==> config.mk <==
export PLATFORM = sky130hd
export DESIGN_NAME = tsp_top
export DESIGN_NICKNAME = d
export VERILOG_FILES = /design/src/tsp_pkg.sv /design/src/city_distance.sv /design/src/city_ram.sv /design/src/tour_evaluator.sv /design/src/tsp_file_parser.sv /design/src/tsp_top.sv
export SDC_FILE = /design/constraint.sdc
export NUM_CORES = 1
export LEC_CHECK = 0
export BUFFER_PORTS_ARGS = -buffer_cell sky130_fd_sc_hd__buf_2
export CORE_MARGIN = 1
export CORE_UTILIZATION = 64
export CTS_CLUSTER_SIZE = 10
export DETAILED_ROUTE_END_ITERATION = 7
export GPL_ROUTABILITY_DRIVEN = 0
export PLACE_DENSITY = 0.85
export SYNTH_ARGS = -nofsm -noshare
export SYNTH_HDL_FRONTEND = slang
export SYNTH_SLANG_ARGS = --single-unit
export TNS_END_PERCENT = 10
==> constraint.sdc <==
create_clock -name clk -period 5.62 [get_ports clk]
set_input_delay 0.843 -clock clk [delete_from_list [all_inputs] [get_ports clk]]
set_output_delay 0.843 -clock clk [all_outputs]
set_load 0.05 [all_outputs]
==> src/tsp_pkg.sv <==
`default_nettype none

package tsp_pkg;

	////////////////////////////////////////////////////////////
	// Character codes seen in the input stream
	////////////////////////////////////////////////////////////

	// Line terminators, CR ends a line and LF is skipped
	localparam logic [7:0] char_cr = 8'h0d;
	localparam logic [7:0] char_lf = 8'h0a;

	// Decimal digit bounds
	localparam logic [7:0] char_zero = 8'h30;
	localparam logic [7:0] char_nine = 8'h39;

	// Leading letters of DIMENSION, NODE_COORD_SECTION and EOF
	localparam logic [7:0] char_d = 8'h44;
	localparam logic [7:0] char_n = 8'h4e;
	localparam logic [7:0] char_e = 8'h45;

	// Second letter of NODE_COORD_SECTION, NAME also starts with N
	localparam logic [7:0] char_o = 8'h4f;

	////////////////////////////////////////////////////////////
	// Parser phase and default widths
	////////////////////////////////////////////////////////////

	typedef enum logic [1:0] {
		ps_prolog      = 2'd0,
		ps_coordinates = 2'd1,
		ps_busy        = 2'd2
	} parse_state_t;

	// 16 bit X/Y, 16 cities
	localparam int coord_bits_default = 16;
	localparam int node_addr_bits_default = 4;

endpackage

`default_nettype wire

==> src/city_distance.sv <==
`timescale 1ns/10ps
`default_nettype none

module city_distance #(
	parameter int coord_bits = tsp_pkg::coord_bits_default
) (
	input  wire                   clk,
	input  wire                   rst,
	input  wire                   in_valid,
	input  wire  [coord_bits-1:0] ax,
	input  wire  [coord_bits-1:0] ay,
	input  wire  [coord_bits-1:0] bx,
	input  wire  [coord_bits-1:0] by,
	output logic                  out_valid,
	output logic [coord_bits:0]   distance
);

	logic [coord_bits-1:0] dx_q;
	logic [coord_bits-1:0] dy_q;
	logic v1_q;

	// Valid bits, two stages deep
	always_ff @(posedge clk) begin
		if (rst) begin
			v1_q <= 1'b0;
			out_valid <= 1'b0;
		end else begin
			v1_q <= in_valid;
			out_valid <= v1_q;
		end
	end

	// Stage 1 absolute differences
	// Stage 2 sum, one extra bit for the carry
	always_ff @(posedge clk) begin
		dx_q <= (ax >= bx) ? ax - bx : bx - ax;
		dy_q <= (ay >= by) ? ay - by : by - ay;
		distance <= {1'b0, dx_q} + {1'b0, dy_q};
	end

endmodule

`default_nettype wire

==> src/city_ram.sv <==
`timescale 1ns/10ps
`default_nettype none

module city_ram #(
	parameter int coord_bits = tsp_pkg::coord_bits_default,
	parameter int node_addr_bits = tsp_pkg::node_addr_bits_default
) (
	input  wire                       clk,
	input  wire                       wr_en,
	input  wire  [node_addr_bits-1:0] wr_addr,
	input  wire  [coord_bits-1:0]     wr_x,
	input  wire  [coord_bits-1:0]     wr_y,
	input  wire  [node_addr_bits-1:0] rd_addr,
	output logic [coord_bits-1:0]     rd_x,
	output logic [coord_bits-1:0]     rd_y
);

	// One entry per city, Y in the upper half
	logic [2*coord_bits-1:0] mem [2**node_addr_bits];
	logic [2*coord_bits-1:0] rd_q;

	// Port A writes, port B reads one cycle later
	always_ff @(posedge clk) begin
		if (wr_en)
			mem[wr_addr] <= {wr_y, wr_x};
		rd_q <= mem[rd_addr];
	end

	assign rd_x = rd_q[coord_bits-1:0];
	assign rd_y = rd_q[2*coord_bits-1:coord_bits];

endmodule

`default_nettype wire

==> src/tour_evaluator.sv <==
`timescale 1ns/10ps
`default_nettype none

module tour_evaluator #(
	parameter int coord_bits = tsp_pkg::coord_bits_default,
	parameter int node_addr_bits = tsp_pkg::node_addr_bits_default
) (
	input  wire                                clk,
	input  wire                                rst,
	input  wire                                start,
	input  wire  [node_addr_bits:0]            node_count,
	input  wire  [coord_bits-1:0]              rd_x,
	input  wire  [coord_bits-1:0]              rd_y,
	input  wire                                out_valid,
	input  wire  [coord_bits:0]                distance,
	output logic [node_addr_bits-1:0]          rd_addr,
	output logic                               in_valid,
	output logic [coord_bits-1:0]              ax,
	output logic [coord_bits-1:0]              ay,
	output logic [coord_bits-1:0]              bx,
	output logic [coord_bits-1:0]              by,
	output logic                               done,
	output logic [coord_bits+node_addr_bits:0] total
);

	// Read side
	logic issuing;
	logic rd_valid;
	logic have_prev;
	logic [node_addr_bits:0] issue_cnt;
	// Result side
	logic [node_addr_bits:0] ret_cnt;
	// Previous city on the tour
	logic [coord_bits-1:0] prev_x;
	logic [coord_bits-1:0] prev_y;

	////////////////////////////////////////////////////////////
	// Address walk and accumulation
	////////////////////////////////////////////////////////////

	always_ff @(posedge clk) begin
		if (rst) begin
			issuing <= 1'b0;
			rd_valid <= 1'b0;
			have_prev <= 1'b0;
			in_valid <= 1'b0;
			done <= 1'b0;
			issue_cnt <= '0;
			ret_cnt <= '0;
			rd_addr <= '0;
			total <= '0;
		end else begin
			done <= 1'b0;
			// RAM data is valid one cycle after the address
			rd_valid <= issuing;
			in_valid <= rd_valid && have_prev;
			if (rd_valid)
				have_prev <= 1'b1;

			// Addresses 0..n-1, then 0 again to close the tour
			if (issuing) begin
				issue_cnt <= issue_cnt + 1'b1;
				if (issue_cnt == node_count)
					issuing <= 1'b0;
				if (issue_cnt + 1'b1 == node_count)
					rd_addr <= '0;
				else
					rd_addr <= rd_addr + 1'b1;
			end

			// n legs in a closed tour
			if (out_valid) begin
				total <= total + distance;
				ret_cnt <= ret_cnt + 1'b1;
				if (ret_cnt + 1'b1 == node_count)
					done <= 1'b1;
			end

			if (start) begin
				total <= '0;
				ret_cnt <= '0;
				issue_cnt <= '0;
				rd_addr <= '0;
				have_prev <= 1'b0;
				issuing <= node_count != '0;
				// Empty tour finishes at once
				done <= node_count == '0;
			end
		end
	end

	////////////////////////////////////////////////////////////
	// City pairs into the distance pipe
	////////////////////////////////////////////////////////////

	always_ff @(posedge clk) begin
		if (rd_valid) begin
			prev_x <= rd_x;
			prev_y <= rd_y;
			ax <= prev_x;
			ay <= prev_y;
			bx <= rd_x;
			by <= rd_y;
		end
	end

endmodule

`default_nettype wire

==> src/tsp_file_parser.sv <==
`timescale 1ns/10ps
`default_nettype none

module tsp_file_parser #(
	parameter int coord_bits = tsp_pkg::coord_bits_default,
	parameter int node_addr_bits = tsp_pkg::node_addr_bits_default
) (
	input  wire                       clk,
	input  wire                       rst,
	input  wire  [7:0]                specdata,
	input  wire                       has_specdata,
	input  wire                       done,
	output logic                      ready_to_read,
	output logic                      wr_en,
	output logic [node_addr_bits-1:0] wr_addr,
	output logic [coord_bits-1:0]     wr_x,
	output logic [coord_bits-1:0]     wr_y,
	output logic                      start,
	output logic [node_addr_bits:0]   node_count
);

	// Accumulator wide enough for a coordinate and for the node count
	localparam int acc_bits = (coord_bits > node_addr_bits + 1) ? coord_bits : node_addr_bits + 1;

	tsp_pkg::parse_state_t phase;

	// Line context, 8'h00 means not seen yet
	logic [7:0] first_char;
	logic [7:0] second_char;
	logic [1:0] field_cnt;
	logic in_num;
	logic [acc_bits-1:0] acc;
	logic [node_addr_bits-1:0] addr_cnt;

	// Closed field values
	logic [acc_bits-1:0] last_num;
	logic [acc_bits-1:0] x_hold;
	logic [acc_bits-1:0] y_hold;

	logic take;
	logic is_digit;
	logic is_cr;
	logic is_lf;
	logic field_close;
	logic line_end;
	logic [3:0] digit_val;
	logic [acc_bits-1:0] line_last;
	logic [acc_bits-1:0] line_y;

	////////////////////////////////////////////////////////////
	// Byte classification
	////////////////////////////////////////////////////////////

	assign take = has_specdata & ready_to_read;
	assign is_cr = specdata == tsp_pkg::char_cr;
	assign is_lf = specdata == tsp_pkg::char_lf;
	assign is_digit = (specdata >= tsp_pkg::char_zero) && (specdata <= tsp_pkg::char_nine);
	assign digit_val = 4'(specdata - tsp_pkg::char_zero);

	// A non-digit right after a digit closes the field, CR included
	assign field_close = take && !is_lf && !is_digit && in_num;
	assign line_end = take && is_cr;

	// Last number of the line, may still sit in the accumulator at CR
	assign line_last = in_num ? acc : last_num;
	// Third number of a coordinate line
	assign line_y = (in_num && field_cnt == 2'd2) ? acc : y_hold;

	////////////////////////////////////////////////////////////
	// Control path
	////////////////////////////////////////////////////////////

	always_ff @(posedge clk) begin
		if (rst) begin
			phase <= tsp_pkg::ps_prolog;
			ready_to_read <= 1'b0;
			first_char <= '0;
			second_char <= '0;
			field_cnt <= '0;
			in_num <= 1'b0;
			acc <= '0;
			addr_cnt <= '0;
			node_count <= '0;
			wr_en <= 1'b0;
			start <= 1'b0;
		end else begin
			wr_en <= 1'b0;
			start <= 1'b0;
			ready_to_read <= 1'b1;

			if (take && !is_lf) begin
				// Decimal accumulate, acc*10 + digit
				if (is_digit) begin
					acc <= acc * acc_bits'(10) + acc_bits'(digit_val);
					in_num <= 1'b1;
				end else begin
					acc <= '0;
					in_num <= 1'b0;
					if (in_num && field_cnt != 2'd3)
						field_cnt <= field_cnt + 2'd1;
				end

				// Remember the leading two letters
				if (!is_cr) begin
					if (first_char == 8'h00)
						first_char <= specdata;
					else if (second_char == 8'h00)
						second_char <= specdata;
				end

				if (is_cr) begin
					first_char <= '0;
					second_char <= '0;
					field_cnt <= '0;
					case (phase)
						tsp_pkg::ps_prolog: begin
							if (first_char == tsp_pkg::char_d) begin
								node_count <= line_last[node_addr_bits:0];
							end else if (first_char == tsp_pkg::char_n &&
									second_char == tsp_pkg::char_o) begin
								phase <= tsp_pkg::ps_coordinates;
								addr_cnt <= '0;
							end
						end
						tsp_pkg::ps_coordinates: begin
							// EOF hands over to the evaluator
							if (first_char == tsp_pkg::char_e) begin
								phase <= tsp_pkg::ps_busy;
								start <= 1'b1;
								ready_to_read <= 1'b0;
							end else if (first_char != 8'h00) begin
								wr_en <= 1'b1;
								addr_cnt <= addr_cnt + 1'b1;
							end
						end
						default: begin
						end
					endcase
				end
			end

			// Hold off the source until the tour length is out
			if (phase == tsp_pkg::ps_busy) begin
				if (done)
					phase <= tsp_pkg::ps_prolog;
				else
					ready_to_read <= 1'b0;
			end
		end
	end

	////////////////////////////////////////////////////////////
	// Field values and write data
	////////////////////////////////////////////////////////////

	always_ff @(posedge clk) begin
		if (field_close) begin
			last_num <= acc;
			// Second field is X, third is Y
			if (field_cnt == 2'd1)
				x_hold <= acc;
			if (field_cnt == 2'd2)
				y_hold <= acc;
		end
		if (line_end) begin
			wr_addr <= addr_cnt;
			wr_x <= x_hold[coord_bits-1:0];
			wr_y <= line_y[coord_bits-1:0];
		end
	end

endmodule

`default_nettype wire

==> src/tsp_top.sv <==
`timescale 1ns/10ps
`default_nettype none

module tsp_top #(
	parameter int coord_bits = tsp_pkg::coord_bits_default,
	parameter int node_addr_bits = tsp_pkg::node_addr_bits_default
) (
	input  wire                                clk,
	input  wire                                rst,
	input  wire  [7:0]                         specdata,
	input  wire                                has_specdata,
	output logic                               ready_to_read,
	output logic [coord_bits+node_addr_bits:0] tour_length,
	output logic                               tour_valid
);

	// One leg, then n legs summed
	localparam int dist_bits = coord_bits + 1;
	localparam int len_bits = dist_bits + node_addr_bits;

	// Parser to RAM
	logic wr_en;
	logic [node_addr_bits-1:0] wr_addr;
	logic [coord_bits-1:0] wr_x;
	logic [coord_bits-1:0] wr_y;

	// Parser and evaluator handshake
	logic start;
	logic done;
	logic [node_addr_bits:0] node_count;
	logic [len_bits-1:0] total;

	// Evaluator to RAM and distance pipe
	logic [node_addr_bits-1:0] rd_addr;
	logic [coord_bits-1:0] rd_x;
	logic [coord_bits-1:0] rd_y;
	logic in_valid;
	logic [coord_bits-1:0] ax;
	logic [coord_bits-1:0] ay;
	logic [coord_bits-1:0] bx;
	logic [coord_bits-1:0] by;
	logic out_valid;
	logic [dist_bits-1:0] distance;

	////////////////////////////////////////////////////////////
	// Blocks
	////////////////////////////////////////////////////////////

	tsp_file_parser #(
		.coord_bits(coord_bits),
		.node_addr_bits(node_addr_bits)
	) parser0 (
		.clk(clk),
		.rst(rst),
		.specdata(specdata),
		.has_specdata(has_specdata),
		.done(done),
		.ready_to_read(ready_to_read),
		.wr_en(wr_en),
		.wr_addr(wr_addr),
		.wr_x(wr_x),
		.wr_y(wr_y),
		.start(start),
		.node_count(node_count)
	);

	city_ram #(
		.coord_bits(coord_bits),
		.node_addr_bits(node_addr_bits)
	) ram0 (
		.clk(clk),
		.wr_en(wr_en),
		.wr_addr(wr_addr),
		.wr_x(wr_x),
		.wr_y(wr_y),
		.rd_addr(rd_addr),
		.rd_x(rd_x),
		.rd_y(rd_y)
	);

	city_distance #(
		.coord_bits(coord_bits)
	) dist0 (
		.clk(clk),
		.rst(rst),
		.in_valid(in_valid),
		.ax(ax),
		.ay(ay),
		.bx(bx),
		.by(by),
		.out_valid(out_valid),
		.distance(distance)
	);

	tour_evaluator #(
		.coord_bits(coord_bits),
		.node_addr_bits(node_addr_bits)
	) eval0 (
		.clk(clk),
		.rst(rst),
		.start(start),
		.node_count(node_count),
		.rd_x(rd_x),
		.rd_y(rd_y),
		.out_valid(out_valid),
		.distance(distance),
		.rd_addr(rd_addr),
		.in_valid(in_valid),
		.ax(ax),
		.ay(ay),
		.bx(bx),
		.by(by),
		.done(done),
		.total(total)
	);

	////////////////////////////////////////////////////////////
	// Result register
	////////////////////////////////////////////////////////////

	always_ff @(posedge clk) begin
		if (rst)
			tour_valid <= 1'b0;
		else
			tour_valid <= done;
	end

	// Held until the next file is evaluated
	always_ff @(posedge clk) begin
		if (done)
			tour_length <= total;
	end

endmodule

`default_nettype wire
==> results.toml <==
[run_status]
outcome = "completed"

[critical_path]
worstPathRequired_ns = 6.15
endpoint_kind = "register"
crit_path_top_delay_cell = "dfxtp_1"
crit_arrival_ns = 4.02
critical_path.max_stage_delay_ns = 0.54
crit_fanout = 9
cp_cell_sequence = "ha_1 > ha_1 > fa_1 > a211oi_1 > nor2_1 > nor4_4 > nand2_1 > or3_1 > nor4_2 > xnor2_1 > a22o_1"
critPathKind = "reg2reg"
crit_path_start_kind = "register"
path_common_cell = "ha_1"

[sta]
holdWs_ns = 0.399
fin_worst_skew_ns = 0.0234
setup_violations = 0
relSlewSlack = 0.162
rsz0062_at_grt = "no"
drv_slew = 0
hold_viol = 0
timing.final.crit_share = 0.621
fmax_mhz = 287
fin_tns_setup_ns = 0
min_period_ns = 3.49
tightest_slew_ns = 1.25

[clocking]
cts_buffers = 94
cts_htree_levels = 3
post_cts_resized = 0
cts_root_buf = "clkbuf_16"
cts_tree = "done"
post-cts-setup-buffer-count = 0
clock_path_buffers = 3
cts_sinks = 843
hold_buffers = 0
clkTransAtPathRegs_ns = 0.06
clk_latency_ns = 0.65

[yosys]
async_flop_share = 0
syn_area_mm2 = 0.0350
synth_cell_types = 81
avgSynthCellArea_um2 = 16.2
synth.ff_latch_count = 843
ys.warnings.count = 0
ys_seq_area_frac = 0.675
synth_fp_nets = 2300
netlist_instances = 2153
synth-edff-count = 670
ys.flop_type = "edfxtp_1"

[detailed_routing]
wl_met1_um = 28800
post-route-drc-count = 0
drtPass1Iterations = 5
wl_per_cell_um = 27.3
drt.antenna.violating_nets = 0
dr_wl_met2_um = 41800
wl_met3_um = 7280
wirelength_um = 82000
top_layer_used = "met5"
dr.first_iter.drc_count = 2294
dr_total_vias = 20202
vias_per_cell = 6.72

[die]
die_area_mm2 = 0.0556
pin_count = 34
core-area_mm2 = 0.0539
start_util = 0.648
rows = 85
die_w_um = 236
die-height_um = 236

[placement]
dp_hpwl_um = 44100
dp_cells = 2832
port_buffers = 33

[final_layout]
layout.nets = 2379
drive_gt1_frac = 0.164
final_cells = 3005
syn_to_final_growth_pct = 10.9
post-route-util = 0.719

[power_and_ir_drop]
finalPower_w = 0.0123
ir_drop_mv = 0.295
leakage_nw = 13.1
pwr_density_cell_mw_per_mm2 = 318

[job]
maxCapViolCount = 0

[hold_path]
hold_path_class = "reg2reg"

[global_routing]
grt_antenna_before_repair = 3
grt_max_degree = 132
grt_pass1_wl_um = 123000
grt-ovfl-total = 0
grt.total_usage = 0.300
grt_pass1_vias = 20356
==> final cells by class <==
class	instances	area, µm²
diodes	2	5.00
clock buffers	165	2630
clock inverters	6	93.8
fillers	2987	15200
inverters	102	383
multi-input cells	1133	10800
flip-flops and latches	843	23600
well taps	696	871
repair buffers	58	378
==> Yosys cell counts (33+ instances only) <==
| master | instances | area share |
|---|---|---|
| nand3_1 | 38 | 0.0054 |
| xnor2_1 | 54 | 0.014 |
| a21oi_1 | 105 | 0.015 |
| clkbuf_1 | 48 | 0.0052 |
| o21ai_0 | 49 | 0.0070 |
| ha_1 | 128 | 0.046 |
| a21o_1 | 33 | 0.0071 |
| nand2_1 | 68 | 0.0073 |
| xor2_1 | 46 | 0.012 |
| inv_1 | 102 | 0.011 |
| nor3_1 | 33 | 0.0047 |
| edfxtp_1 | 670 | 0.58 |
| nor2_1 | 120 | 0.013 |
| dfxtp_1 | 173 | 0.099 |
| mux2i_1 | 44 | 0.013 |
| mux4_2 | 160 | 0.10 |
==> cells by family (layout without fill, tap and decap cells) <==
logic type | after synthesis | in the layout | synth area share
adder cells (fa/ha/maj) | 136 | 136 | 0.0504
AND/OR/NAND/NOR | 376 | 376 | 0.0540
other | 0 | 2 | 0
AO/OA/AOI/OAI | 301 | 301 | 0.0554
flip-flops | 843 | 843 | 0.675
XOR/XNOR | 100 | 100 | 0.0251
buffers and inverters | 177 | 331 | 0.0197
multiplexers | 220 | 220 | 0.121
==> power by group <==
part / internal (W) / switching (W) / total (W)
Clock: 0.00316 / 0.00241 / 0.00557
Combinational: 0.0000233 / 0.0000504 / 0.0000737
Sequential: 0.00665 / 0.00000786 / 0.00666
Total: 0.00984 / 0.00247 / 0.0123
==> sequential cells by signal, summed over array words and instances, names as in the netlist, 8 cells and up <==
register and flops:
eval0.ax 16, parser0.wr_x 16, dist0.dy_q 16, ram0.rd_q 32
dist0.distance 17, parser0.wr_y 16, ram0.mem 512, parser0.first_char 8
eval0.ay 16, eval0.total 21, parser0.x_hold 16, parser0.acc 16
eval0.by 16, parser0.second_char 8, eval0.bx 16, parser0.y_hold 16
tour_length 21, dist0.dx_q 16
==> worst max-delay path, delay by kind of cell (launching register included) <==
| kind | cells | cell delay [ns] |
|---|---|---|
| AOI/OAI and AO/OA | 2 | 0.46 |
| xor gates and xnor gates | 1 | 0.12 |
| adders and majority gates | 3 | 1.00 |
| DFF | 1 | 0.54 |
| and+or+nand+nor | 5 | 1.27 |
==> worst paths after layout <==
check / cells past startpoint / startpoint / endpoint / slack, ns
worst max-delay path: 11 / parser0.acc[1] / parser0.acc[15] / 2.13
worst min-delay path: 0 / ram0.rd_q[27] / eval0.by[11] / 0.40
worst max register to register: 11 / parser0.acc[1] / parser0.acc[15] / 2.13
worst min register to register: 0 / ram0.rd_q[27] / eval0.by[11] / 0.40
==> layer usage <==
layer | vias up | track usage
met2 | 1376 | 0.513
met1 | 10051 | 0.371
met3 | 285 | 0.0531
met4 | 4 | 0.145
met5 | - | 0
li1 | 8486 | -
==> stage by stage <==
step | worst slack (ns) | instance area, µm²
final | 2.13 | 38700
after global routing | 1.98 | 38700
after CTS | 2.19 | 38700
after global placement | 2.34 | 36000
after floorplan | 2.04 | 35000
after detailed placement | 2.28 | 36000
==> cells in the final DEF (no fill, tap or decap), drive strengths merged, types with 44 or more instances in the layout <==
| master | n |
|---|---|
| a21oi | 106 |
| o21ai | 60 |
| ha | 128 |
| dfxtp | 173 |
| mux4 | 160 |
| mux2i | 44 |
| edfxtp | 670 |
| clkbuf | 165 |
| xnor2 | 54 |
| xor2 | 46 |
| nand2 | 68 |
| nor2 | 121 |
| inv | 107 |
| buf | 58 |
(Power assumes the default switching activity.)
